File: src/source/core_params.svh
`ifndef CORE_PARAMS_SVH
`define CORE_PARAMS_SVH

// data and instruction word width
`define CORE_XLEN 32

// register number width
`define CORE_REG_AW 5

// architectural registers, r0 included
`define CORE_NUM_REGS 32

// cycles from an accepting edge to the writeback port
`define CORE_PIPE_DEPTH 3

`endif
File: src/source/isa_pkg.sv
`include "core_params.svh"

package isa_pkg;

	//////////////////////////////////////////////////
	// field types
	//////////////////////////////////////////////////
	typedef logic [`CORE_XLEN-1:0]   word_t;
	typedef logic [`CORE_REG_AW-1:0] regAddr_t;
	typedef logic [5:0]              opcode_t;
	typedef logic [5:0]              funct_t;
	typedef logic [4:0]              shamt_t;
	typedef logic [15:0]             imm16_t;

	//////////////////////////////////////////////////
	// major opcodes
	//////////////////////////////////////////////////
	// special group, funct picks the operation
	localparam opcode_t OpRtype = 6'h00;
	localparam opcode_t OpAddiu = 6'h09;
	localparam opcode_t OpSlti  = 6'h0a;
	localparam opcode_t OpAndi  = 6'h0c;
	localparam opcode_t OpOri   = 6'h0d;
	localparam opcode_t OpXori  = 6'h0e;
	localparam opcode_t OpLui   = 6'h0f;

	//////////////////////////////////////////////////
	// funct values under OpRtype
	//////////////////////////////////////////////////
	localparam funct_t FnSll  = 6'h00;
	localparam funct_t FnSrl  = 6'h02;
	localparam funct_t FnAddu = 6'h21;
	localparam funct_t FnSubu = 6'h23;
	localparam funct_t FnAnd  = 6'h24;
	localparam funct_t FnOr   = 6'h25;
	localparam funct_t FnXor  = 6'h26;
	localparam funct_t FnNor  = 6'h27;
	localparam funct_t FnSlt  = 6'h2a;
	localparam funct_t FnSltu = 6'h2b;

endpackage

File: src/source/pipe_pkg.sv
package pipe_pkg;

	// one code per ALU function
	typedef logic [3:0] aluOp_t;

	localparam aluOp_t AluAdd  = 4'd0;
	localparam aluOp_t AluSub  = 4'd1;
	localparam aluOp_t AluAnd  = 4'd2;
	localparam aluOp_t AluOr   = 4'd3;
	localparam aluOp_t AluXor  = 4'd4;
	localparam aluOp_t AluNor  = 4'd5;
	localparam aluOp_t AluSlt  = 4'd6;
	localparam aluOp_t AluSltu = 4'd7;
	localparam aluOp_t AluSll  = 4'd8;
	localparam aluOp_t AluSrl  = 4'd9;
	localparam aluOp_t AluLui  = 4'd10;

	// decode to execute, operands already forwarded
	typedef struct packed {
		logic              valid;
		aluOp_t            aluOp;
		isa_pkg::word_t    opA;
		isa_pkg::word_t    opB;
		isa_pkg::shamt_t   shamt;
		isa_pkg::regAddr_t dest;
	} decodedOp_t;

	// execute to result, and the two forwarding paths
	typedef struct packed {
		logic              valid;
		isa_pkg::regAddr_t dest;
		isa_pkg::word_t    value;
	} resultMsg_t;

endpackage

File: src/source/intCore.sv
`timescale 1ns/1ns

module intCore (
	input  logic              clk,
	input  logic              rstN_i,
	input  logic              instrValid_i,
	input  isa_pkg::word_t    instr_i,
	output logic              wbValid_o,
	output isa_pkg::regAddr_t wbReg_o,
	output isa_pkg::word_t    wbData_o
);
	import isa_pkg::*;
	import pipe_pkg::*;

	decodedOp_t decoded;
	resultMsg_t exResult;
	resultMsg_t resFwd;
	regAddr_t   rdAddrA;
	regAddr_t   rdAddrB;
	word_t      rdDataA;
	word_t      rdDataB;

	//////////////////////////////////////////////////
	// decode, execute, result
	//////////////////////////////////////////////////
	instrDecode i_instrDecode (
		.clk          (clk),
		.rstN_i       (rstN_i),
		.instrValid_i (instrValid_i),
		.instr_i      (instr_i),
		.rdDataA_i    (rdDataA),
		.rdDataB_i    (rdDataB),
		.exFwd_i      (exResult),
		.resFwd_i     (resFwd),
		.rdAddrA_o    (rdAddrA),
		.rdAddrB_o    (rdAddrB),
		.decoded_o    (decoded)
	);

	aluExecute i_aluExecute (
		.clk        (clk),
		.rstN_i     (rstN_i),
		.decoded_i  (decoded),
		.exResult_o (exResult)
	);

	resultStage i_resultStage (
		.clk        (clk),
		.rstN_i     (rstN_i),
		.exResult_i (exResult),
		.rdAddrA_i  (rdAddrA),
		.rdAddrB_i  (rdAddrB),
		.rdDataA_o  (rdDataA),
		.rdDataB_o  (rdDataB),
		.resFwd_o   (resFwd),
		.wbValid_o  (wbValid_o),
		.wbReg_o    (wbReg_o),
		.wbData_o   (wbData_o)
	);

endmodule

File: src/source/resultStage.sv
`timescale 1ns/1ns
`include "core_params.svh"

module resultStage (
	input  logic                 clk,
	input  logic                 rstN_i,
	input  pipe_pkg::resultMsg_t exResult_i,
	input  isa_pkg::regAddr_t    rdAddrA_i,
	input  isa_pkg::regAddr_t    rdAddrB_i,
	output isa_pkg::word_t       rdDataA_o,
	output isa_pkg::word_t       rdDataB_o,
	output pipe_pkg::resultMsg_t resFwd_o,
	output logic                 wbValid_o,
	output isa_pkg::regAddr_t    wbReg_o,
	output isa_pkg::word_t       wbData_o
);
	import isa_pkg::*;
	import pipe_pkg::*;

	resultMsg_t resQ;
	word_t      regFile [`CORE_NUM_REGS];

	// r0 is hardwired to zero
	function automatic word_t readReg(regAddr_t addr);
		return (addr == '0) ? '0 : regFile[addr];
	endfunction

	always_ff @(posedge clk or negedge rstN_i) begin
		if (!rstN_i) begin
			resQ <= '0;
		end else begin
			resQ <= exResult_i;
		end
	end

	//////////////////////////////////////////////////
	// register file, written one edge after capture
	//////////////////////////////////////////////////
	always_ff @(posedge clk or negedge rstN_i) begin
		if (!rstN_i) begin
			for (int i = 0; i < `CORE_NUM_REGS; i++) begin
				regFile[i] <= '0;
			end
		end else if (resQ.valid && resQ.dest != '0) begin
			regFile[resQ.dest] <= resQ.value;
		end
	end

	always_comb begin
		rdDataA_o = readReg(rdAddrA_i);
		rdDataB_o = readReg(rdAddrB_i);
	end

	// writes to r0 still show up here
	assign resFwd_o  = resQ;
	assign wbValid_o = resQ.valid;
	assign wbReg_o   = resQ.dest;
	assign wbData_o  = resQ.value;

endmodule

File: src/source/aluExecute.sv
`timescale 1ns/1ns

module aluExecute (
	input  logic                 clk,
	input  logic                 rstN_i,
	input  pipe_pkg::decodedOp_t decoded_i,
	output pipe_pkg::resultMsg_t exResult_o
);
	import isa_pkg::*;
	import pipe_pkg::*;

	decodedOp_t opQ;
	word_t      aluOut;

	//////////////////////////////////////////////////
	// execute register
	//////////////////////////////////////////////////
	always_ff @(posedge clk or negedge rstN_i) begin
		if (!rstN_i) begin
			opQ <= '0;
		end else begin
			opQ <= decoded_i;
		end
	end

	//////////////////////////////////////////////////
	// ALU
	//////////////////////////////////////////////////
	always_comb begin
		case (opQ.aluOp)
			AluAdd:  aluOut = opQ.opA + opQ.opB;
			AluSub:  aluOut = opQ.opA - opQ.opB;
			AluAnd:  aluOut = opQ.opA & opQ.opB;
			AluOr:   aluOut = opQ.opA | opQ.opB;
			AluXor:  aluOut = opQ.opA ^ opQ.opB;
			AluNor:  aluOut = ~(opQ.opA | opQ.opB);
			// set on less than, signed and unsigned
			AluSlt:  aluOut = word_t'($signed(opQ.opA) < $signed(opQ.opB));
			AluSltu: aluOut = word_t'(opQ.opA < opQ.opB);
			// shifts act on rt, amount from the shamt field
			AluSll:  aluOut = opQ.opB << opQ.shamt;
			AluSrl:  aluOut = opQ.opB >> opQ.shamt;
			AluLui:  aluOut = {opQ.opB[15:0], 16'h0000};
			default: aluOut = '0;
		endcase
	end

	// left unregistered, decode forwards from it in the same cycle
	always_comb begin
		exResult_o.valid = opQ.valid;
		exResult_o.dest  = opQ.dest;
		exResult_o.value = aluOut;
	end

endmodule

File: src/source/instrDecode.sv
`timescale 1ns/1ns

module instrDecode (
	input  logic                clk,
	input  logic                rstN_i,
	input  logic                instrValid_i,
	input  isa_pkg::word_t      instr_i,
	input  isa_pkg::word_t      rdDataA_i,
	input  isa_pkg::word_t      rdDataB_i,
	input  pipe_pkg::resultMsg_t exFwd_i,
	input  pipe_pkg::resultMsg_t resFwd_i,
	output isa_pkg::regAddr_t   rdAddrA_o,
	output isa_pkg::regAddr_t   rdAddrB_o,
	output pipe_pkg::decodedOp_t decoded_o
);
	import isa_pkg::*;
	import pipe_pkg::*;

	logic     instrValidQ;
	word_t    instrQ;
	opcode_t  opcode;
	funct_t   funct;
	regAddr_t rs;
	regAddr_t rt;
	regAddr_t rd;
	shamt_t   shamt;
	imm16_t   imm;
	word_t    immExt;
	logic     isRtype;
	logic     supported;
	logic     signExt;
	aluOp_t   aluOp;
	word_t    srcA;
	word_t    srcB;

	// execute result is younger than the result stage
	function automatic word_t fwdOperand(regAddr_t src, word_t rfData,
			resultMsg_t ex, resultMsg_t res);
		if (src != '0 && ex.valid && ex.dest == src) begin
			return ex.value;
		end
		if (src != '0 && res.valid && res.dest == src) begin
			return res.value;
		end
		return rfData;
	endfunction

	always_ff @(posedge clk or negedge rstN_i) begin
		if (!rstN_i) begin
			instrValidQ <= 1'b0;
		end else begin
			instrValidQ <= instrValid_i;
		end
	end

	always_ff @(posedge clk) begin
		instrQ <= instr_i;
	end

	assign opcode = instrQ[31:26];
	assign rs     = instrQ[25:21];
	assign rt     = instrQ[20:16];
	assign rd     = instrQ[15:11];
	assign shamt  = instrQ[10:6];
	assign funct  = instrQ[5:0];
	assign imm    = instrQ[15:0];

	//////////////////////////////////////////////////
	// control
	//////////////////////////////////////////////////
	always_comb begin
		isRtype   = 1'b0;
		supported = 1'b1;
		signExt   = 1'b0;
		aluOp     = AluAdd;
		case (opcode)
			OpRtype: begin
				isRtype = 1'b1;
				case (funct)
					FnAddu:  aluOp = AluAdd;
					FnSubu:  aluOp = AluSub;
					FnAnd:   aluOp = AluAnd;
					FnOr:    aluOp = AluOr;
					FnXor:   aluOp = AluXor;
					FnNor:   aluOp = AluNor;
					FnSlt:   aluOp = AluSlt;
					FnSltu:  aluOp = AluSltu;
					FnSll:   aluOp = AluSll;
					FnSrl:   aluOp = AluSrl;
					default: supported = 1'b0;
				endcase
			end
			OpAddiu: begin
				signExt = 1'b1;
				aluOp   = AluAdd;
			end
			OpSlti: begin
				signExt = 1'b1;
				aluOp   = AluSlt;
			end
			OpAndi:  aluOp = AluAnd;
			OpOri:   aluOp = AluOr;
			OpXori:  aluOp = AluXor;
			OpLui:   aluOp = AluLui;
			// anything else travels on as a bubble
			default: supported = 1'b0;
		endcase
	end

	// logical immediates are zero extended
	assign immExt = signExt ? {{16{imm[15]}}, imm} : {16'h0000, imm};

	//////////////////////////////////////////////////
	// operands
	//////////////////////////////////////////////////
	assign rdAddrA_o = rs;
	assign rdAddrB_o = rt;
	assign srcA      = fwdOperand(rs, rdDataA_i, exFwd_i, resFwd_i);
	assign srcB      = fwdOperand(rt, rdDataB_i, exFwd_i, resFwd_i);

	always_comb begin
		decoded_o.valid = instrValidQ && supported;
		decoded_o.aluOp = aluOp;
		decoded_o.opA   = srcA;
		decoded_o.opB   = isRtype ? srcB : immExt;
		decoded_o.shamt = shamt;
		decoded_o.dest  = isRtype ? rd : rt;
	end

endmodule

File: config.mk
export PLATFORM = sky130hd
export DESIGN_NAME = intCore
export DESIGN_NICKNAME = d
export VERILOG_FILES = /design/src/source/isa_pkg.sv /design/src/source/pipe_pkg.sv /design/src/source/intCore.sv /design/src/source/resultStage.sv /design/src/source/aluExecute.sv /design/src/source/instrDecode.sv
export VERILOG_INCLUDE_DIRS = /design/src /design/src/source
export SDC_FILE = /design/constraint.sdc
export NUM_CORES = 2
export LEC_CHECK = 0
export BUFFER_PORTS_ARGS = -buffer_cell sky130_fd_sc_hd__buf_2
export CORE_MARGIN = 5
export CORE_UTILIZATION = 55
export DETAILED_ROUTE_END_ITERATION = 10
export PLACE_DENSITY = 0.75
export SLEW_MARGIN = 20
export SYNTH_ARGS = -nofsm -noshare
export SYNTH_HDL_FRONTEND = slang
export SYNTH_SLANG_ARGS = --single-unit
File: constraint.sdc
create_clock -name clk -period 3.07 [get_ports clk]
set_input_delay 0.307 -clock clk [delete_from_list [all_inputs] [get_ports clk]]
set_output_delay 0.307 -clock clk [all_outputs]
set_load 0.02 [all_outputs]
# == Word level (Yosys, flattened, before mapping) ==
# Cells that the tools add are included.
# W data, S select, Z words.
# word_totals
ff_bits,1174
latchBits,0
ram_bits,0
mem_bits_ro,0
inputBits,35
wordCells,146
mem_count,0
# classes
addsub,2
n_mul,0
div,0
magnitude_cmp,6
n_eq_ne,29
shifts,2
n_mux,35
bitwise,7
n_reduce_logical,22
# op_table
op,count
$bwmux W1024,1
$mux W32,17
$pmux W32 S11,1
$bmux W32 S5,2
$demux W32 S5,1
$lt A32 B32 Y1,2
$eq A6 B6 Y1 const B,8
$eq A6 B4 Y1 const B,6
$pmux W4 S9,1
$add A32 B32 Y32,1
$and A32 B32 Y32,1
$not A32 Y32,1
$or A32 B32 Y32,1
$shl A32 B5 Y32,1
$shr A32 B5 Y32,1
$sub A32 B32 Y32,1
$xor A32 B32 Y32,1
$pmux W4 S6,1
$eq A5 B5 Y1,4
$ge A6 B6 Y1 const B,3
$not A5 Y6,3
$eq A4 B3 Y1 const B,4
$reduce_bool A5 Y1,3
$eq A4 B4 Y1 const B,3
14 further kinds,35

# == Longest topological paths before layout ==
# depth
depth_word,8
depth_mapped,14
depth_no_buf,13

# == Cells and area by module ==
# A second synthesis with hierarchy kept.
# unflattened
hier_cells,5493
area_unflattened_um2,69316.5
# modules_own_cells
module,n_inst,cells_each,area_per_inst_um2,seq_area_each_um2
resultStage,1,3788,55787.3,26575.5
aluExecute,1,1315,10486.3,1976.9
instrDecode,1,390,3042.9,665.6

# == Least setup slack after synthesis ==
# OpenSTA, ideal clock, no wires.
# synth_path
path_type,reg2reg
from,reg i_aluExecute.opQ[10] (netlist bit)
to,reg i_aluExecute.opQ[66] (netlist bit)
setup_time_ns,0.084
arrival_time_ns,3.110
t_required_ns,2.986
path_slack_ns,-0.123
path_stages_with_launch,12
n_path_buf,0
period_less_slack_ns,3.193
cell_sequence,dfrtp_1 ha_1 fa_1 a211oi_2 o21bai_1 a211oi_4 nor2_1 or3b_4 a311o_1 a2111oi_2 a31oi_1 a31oi_1
# synth_lines
item,line_no,source
from (decl),aluExecute.sv:12,decodedOp_t opQ;
from (signal assigned),aluExecute.sv:22,opQ <= decoded_i;

==> impl_metrics.ini <==
[sta]
whs_ns = 0.135
relSlewSlack_pct = 23.2
period_minus_slack_ns = 3.26
fin_crit_sh_pct = 106
setup_viol = 18
setup_slack_ns = -0.190
skew_ns = 0.0384
tightest_slew_ns = 1.15
rsz0062_at_grt = yes
slew_viol_final = 0
hold_viol = 0
fmax_ghz = 0.307

[global_routing]
overflow = 0
gr-usage-all-layers_pct = 36.3
grt_max_degree = 81
antenna_found_initial = 7
grt_pass1_vias = 51700
grt_pass1_wl_mm = 353

[clocking]
cts_buffers = 131
path_clk_slew_ns = 0.06
cts_root_buf = clkbuf_16
cts_tree = done
cts_buffer_depth = 3
clkLatencyLatePin_ns = 0.79
clock_sink_count = 1174
cts_max_level = 4

[critical_path]
critPathMaxFanout = 5
worstSetupPathType = reg -> reg
r2r_start = i_aluExecute.opQ[10]
critPathCaptureType = register
ff2ff_path_depth = 13
start_kind = register
cp_data_arrival_time_ns = 3.96
r2r_setup_slack_ns = -0.19
rr_endpoint = i_aluExecute.opQ[34]
required_ns = 3.76

[logic_synthesis]
synth_edf_count = 0
ys.flop_type = dfrtp_1
synth_nets = 5111
synth_cell_types = 93
ys_ff_latch = 1174
yosysWarnings = 0
async_flop_share_pct = 97.3
synth_seq_area_share_pct = 42.6
netlist_area_um2 = 68700
synth.avg_cell_area_um2 = 13.8
synthCells = 4978

[run_status]
outcome = finished with violations
violations = negative setup slack

[placed_design]
dp_hpwl_mm = 159
portBuffers = 72
dp.cells = 6853
place_area_um2 = 75700
gp_congestion = 1.00

[floorplan]
num_rows = 129
initial_core_util_pct = 55.5
die-height_um = 363
io_pins = 73
die_x_um = 363
dieArea_um2 = 132000
core-area_um2 = 124000

[layout]
stdcell_count = 7184
drive_gt1_share_pct = 54.7
fin_util_pct = 66.4
area_growth_syn_to_layout_pct = 19.8
final_nets = 5582
fillers = 8509
fin_area_um2 = 82300

[drt]
drc = 0
viasPerCell = 6.98
dr.pass1.iters = 6
routed_wl_mm = 239
wl_per_cell_um = 33.2
dr.first_iter.drc_count = 5387
num_vias = 50100
ant_nets = 0

[power]
power_leakage_nw = 37.7
vdd_drop_max_mv = 0.528
power.total_w = 0.0371
power.density_nw_per_um2 = 451

[flow_run]
drv_cap = 0

[min_path]
hold_class = in -> async
-- cell usage after synthesis, drive strengths merged, types with 18 or more instances --
master | number | area share (%)
dfrtp | 1142 | 42
mux2 | 1030 | 17
mux4 | 700 | 23
clkbuf | 341 | 1.9
nor2 | 201 | 1.1
buf | 192 | 1.3
a21oi | 160 | 1.2
nand2 | 160 | 0.88
inv | 126 | 0.69
o21ai | 101 | 0.74
ha | 96 | 1.7
mux2i | 83 | 1.2
a221oi | 56 | 0.71
nor3 | 41 | 0.31
a211oi | 40 | 0.48
dfxtp | 32 | 0.93
a22oi | 27 | 0.30
a21o | 25 | 0.27
nand3 | 22 | 0.16
o211ai | 22 | 0.24
a31oi | 21 | 0.19
o21bai | 19 | 0.21
nand4 | 18 | 0.16
or3 | 18 | 0.17
-- worst max path at each step --
| stage | cells after the start | slack (ns) | end | start |
|---|---|---|---|---|
| after floorplan | 12 | 0.03 | i_aluExecute.opQ[73] | i_aluExecute.opQ[25] |
| after global placement | 12 | -0.26 | i_aluExecute.opQ[34] | i_aluExecute.opQ[10] |
| after detailed placement | 12 | -0.32 | i_aluExecute.opQ[66] | i_aluExecute.opQ[10] |
| after CTS | 13 | -0.18 | i_aluExecute.opQ[34] | i_aluExecute.opQ[10] |
| after global routing | 14 | -0.32 | i_aluExecute.opQ[34] | i_aluExecute.opQ[16] |
| final | 13 | -0.19 | i_aluExecute.opQ[34] | i_aluExecute.opQ[10] |
-- flip-flops by register name, indices dropped and copies added (netlist names) --
name,flops
i_aluExecute.exResult_o,6
i_resultStage.wbValid_o,1
i_instrDecode.instrQ,32
i_resultStage.wbData_o,32
i_instrDecode.instrValidQ,1
i_resultStage.regFile,1024
i_resultStage.wbReg_o,5
i_aluExecute.opQ,73
-- cells by family (layout without fill, tap and decap cells) --
group,after synthesis,in the layout,share of synthesized area (%)
multiplexers,1813,1813,41.1
flip-flops,1174,1174,42.6
buffers and inverters,659,1226,3.90
AO/OA/AOI/OAI,632,632,6.37
AND/OR/NAND/NOR,576,576,3.96
adder cells (fa/ha/maj),98,98,1.81
XOR/XNOR,26,26,0.332
other,0,2,0
-- placed cells by master, fill, tap and decap left out, types with 70 or more instances in the layout --
| cell | netlist | routed |
|---|---|---|
| mux2i_1 | 83 | 71 |
| buf_12 | 0 | 100 |
| nor2_1 | 201 | 181 |
| mux4_2 | 697 | 698 |
| dfrtp_1 | 1142 | 1135 |
| inv_1 | 125 | 110 |
| ha_1 | 96 | 70 |
| buf_2 | 85 | 72 |
| mux2_2 | 1030 | 1030 |
| nand2_1 | 159 | 143 |
| buf_4 | 7 | 624 |
| clkbuf_16 | 0 | 134 |
| a21oi_1 | 160 | 142 |
| o21ai_0 | 97 | 80 |
-- metrics by stage --
stage	TNS, ns	setup WS (ns)
6_report	-1.55	-0.190
5_1_grt	-4.65	-0.322
4_1_cts	-1.10	-0.181
3_5_place_dp	-6.59	-0.321
3_3_place_gp	-4.98	-0.264
2_1_floorplan	0	0.0272
-- report_power, final --
group          switching (W)  internal, W
logic                0.00251      0.00213
clock network        0.00680      0.00919
registers           0.000579       0.0159
-- metal layers --
metal  GRT usage (%)  wire, um  vias to the layer above
met4            16.2     12500                        4
met3            9.10     24700                      712
met1            49.6     91900                    26400
met5               0        34                        -
met2            55.7    109000                     2828
li1                -         -                    20200
-- final cells by class --
| class | count | area [um^2] | area share, % |
|---|---|---|---|
| tap | 1637 | 2050 | 2.49 |
| inverter | 126 | 475 | 0.578 |
| multi-input combinational | 3145 | 38200 | 46.4 |
| timing repair buffer | 871 | 7940 | 9.65 |
| antenna | 2 | 5.00 | 0.00608 |
| clock buffer | 177 | 3720 | 4.53 |
| sequential | 1174 | 29300 | 35.6 |
| clock inverter | 52 | 626 | 0.761 |
-- timing repair --
| item | 4_1_cts | 5_1_grt |
|---|---|---|
| buffers inserted | 20 | 47 |
| cloned | 0 | 2 |
| setup endpoints to repair | 59 | 77 |
| hold endpoints to repair | 102 | 0 |
| hold buffers | 34 | 0 |
| resized for setup | 81 | 195 |
| pin swaps | 33 | 74 |
-- critical path, stage by stage (launching register included) --
cell and delay, ns:
dfrtp_1 0.39, buf_6 0.13, ha_4 0.16, fa_2 0.35
a211oi_2 0.22, o21bai_2 0.13, a211oi_4 0.25, buf_6 0.16
nor2_2 0.04, or3b_4 0.43, a311o_1 0.32, a2111oi_2 0.31
a31oi_1 0.11, a31oi_1 0.17
Note: power is estimated with default switching activity, not from simulation.
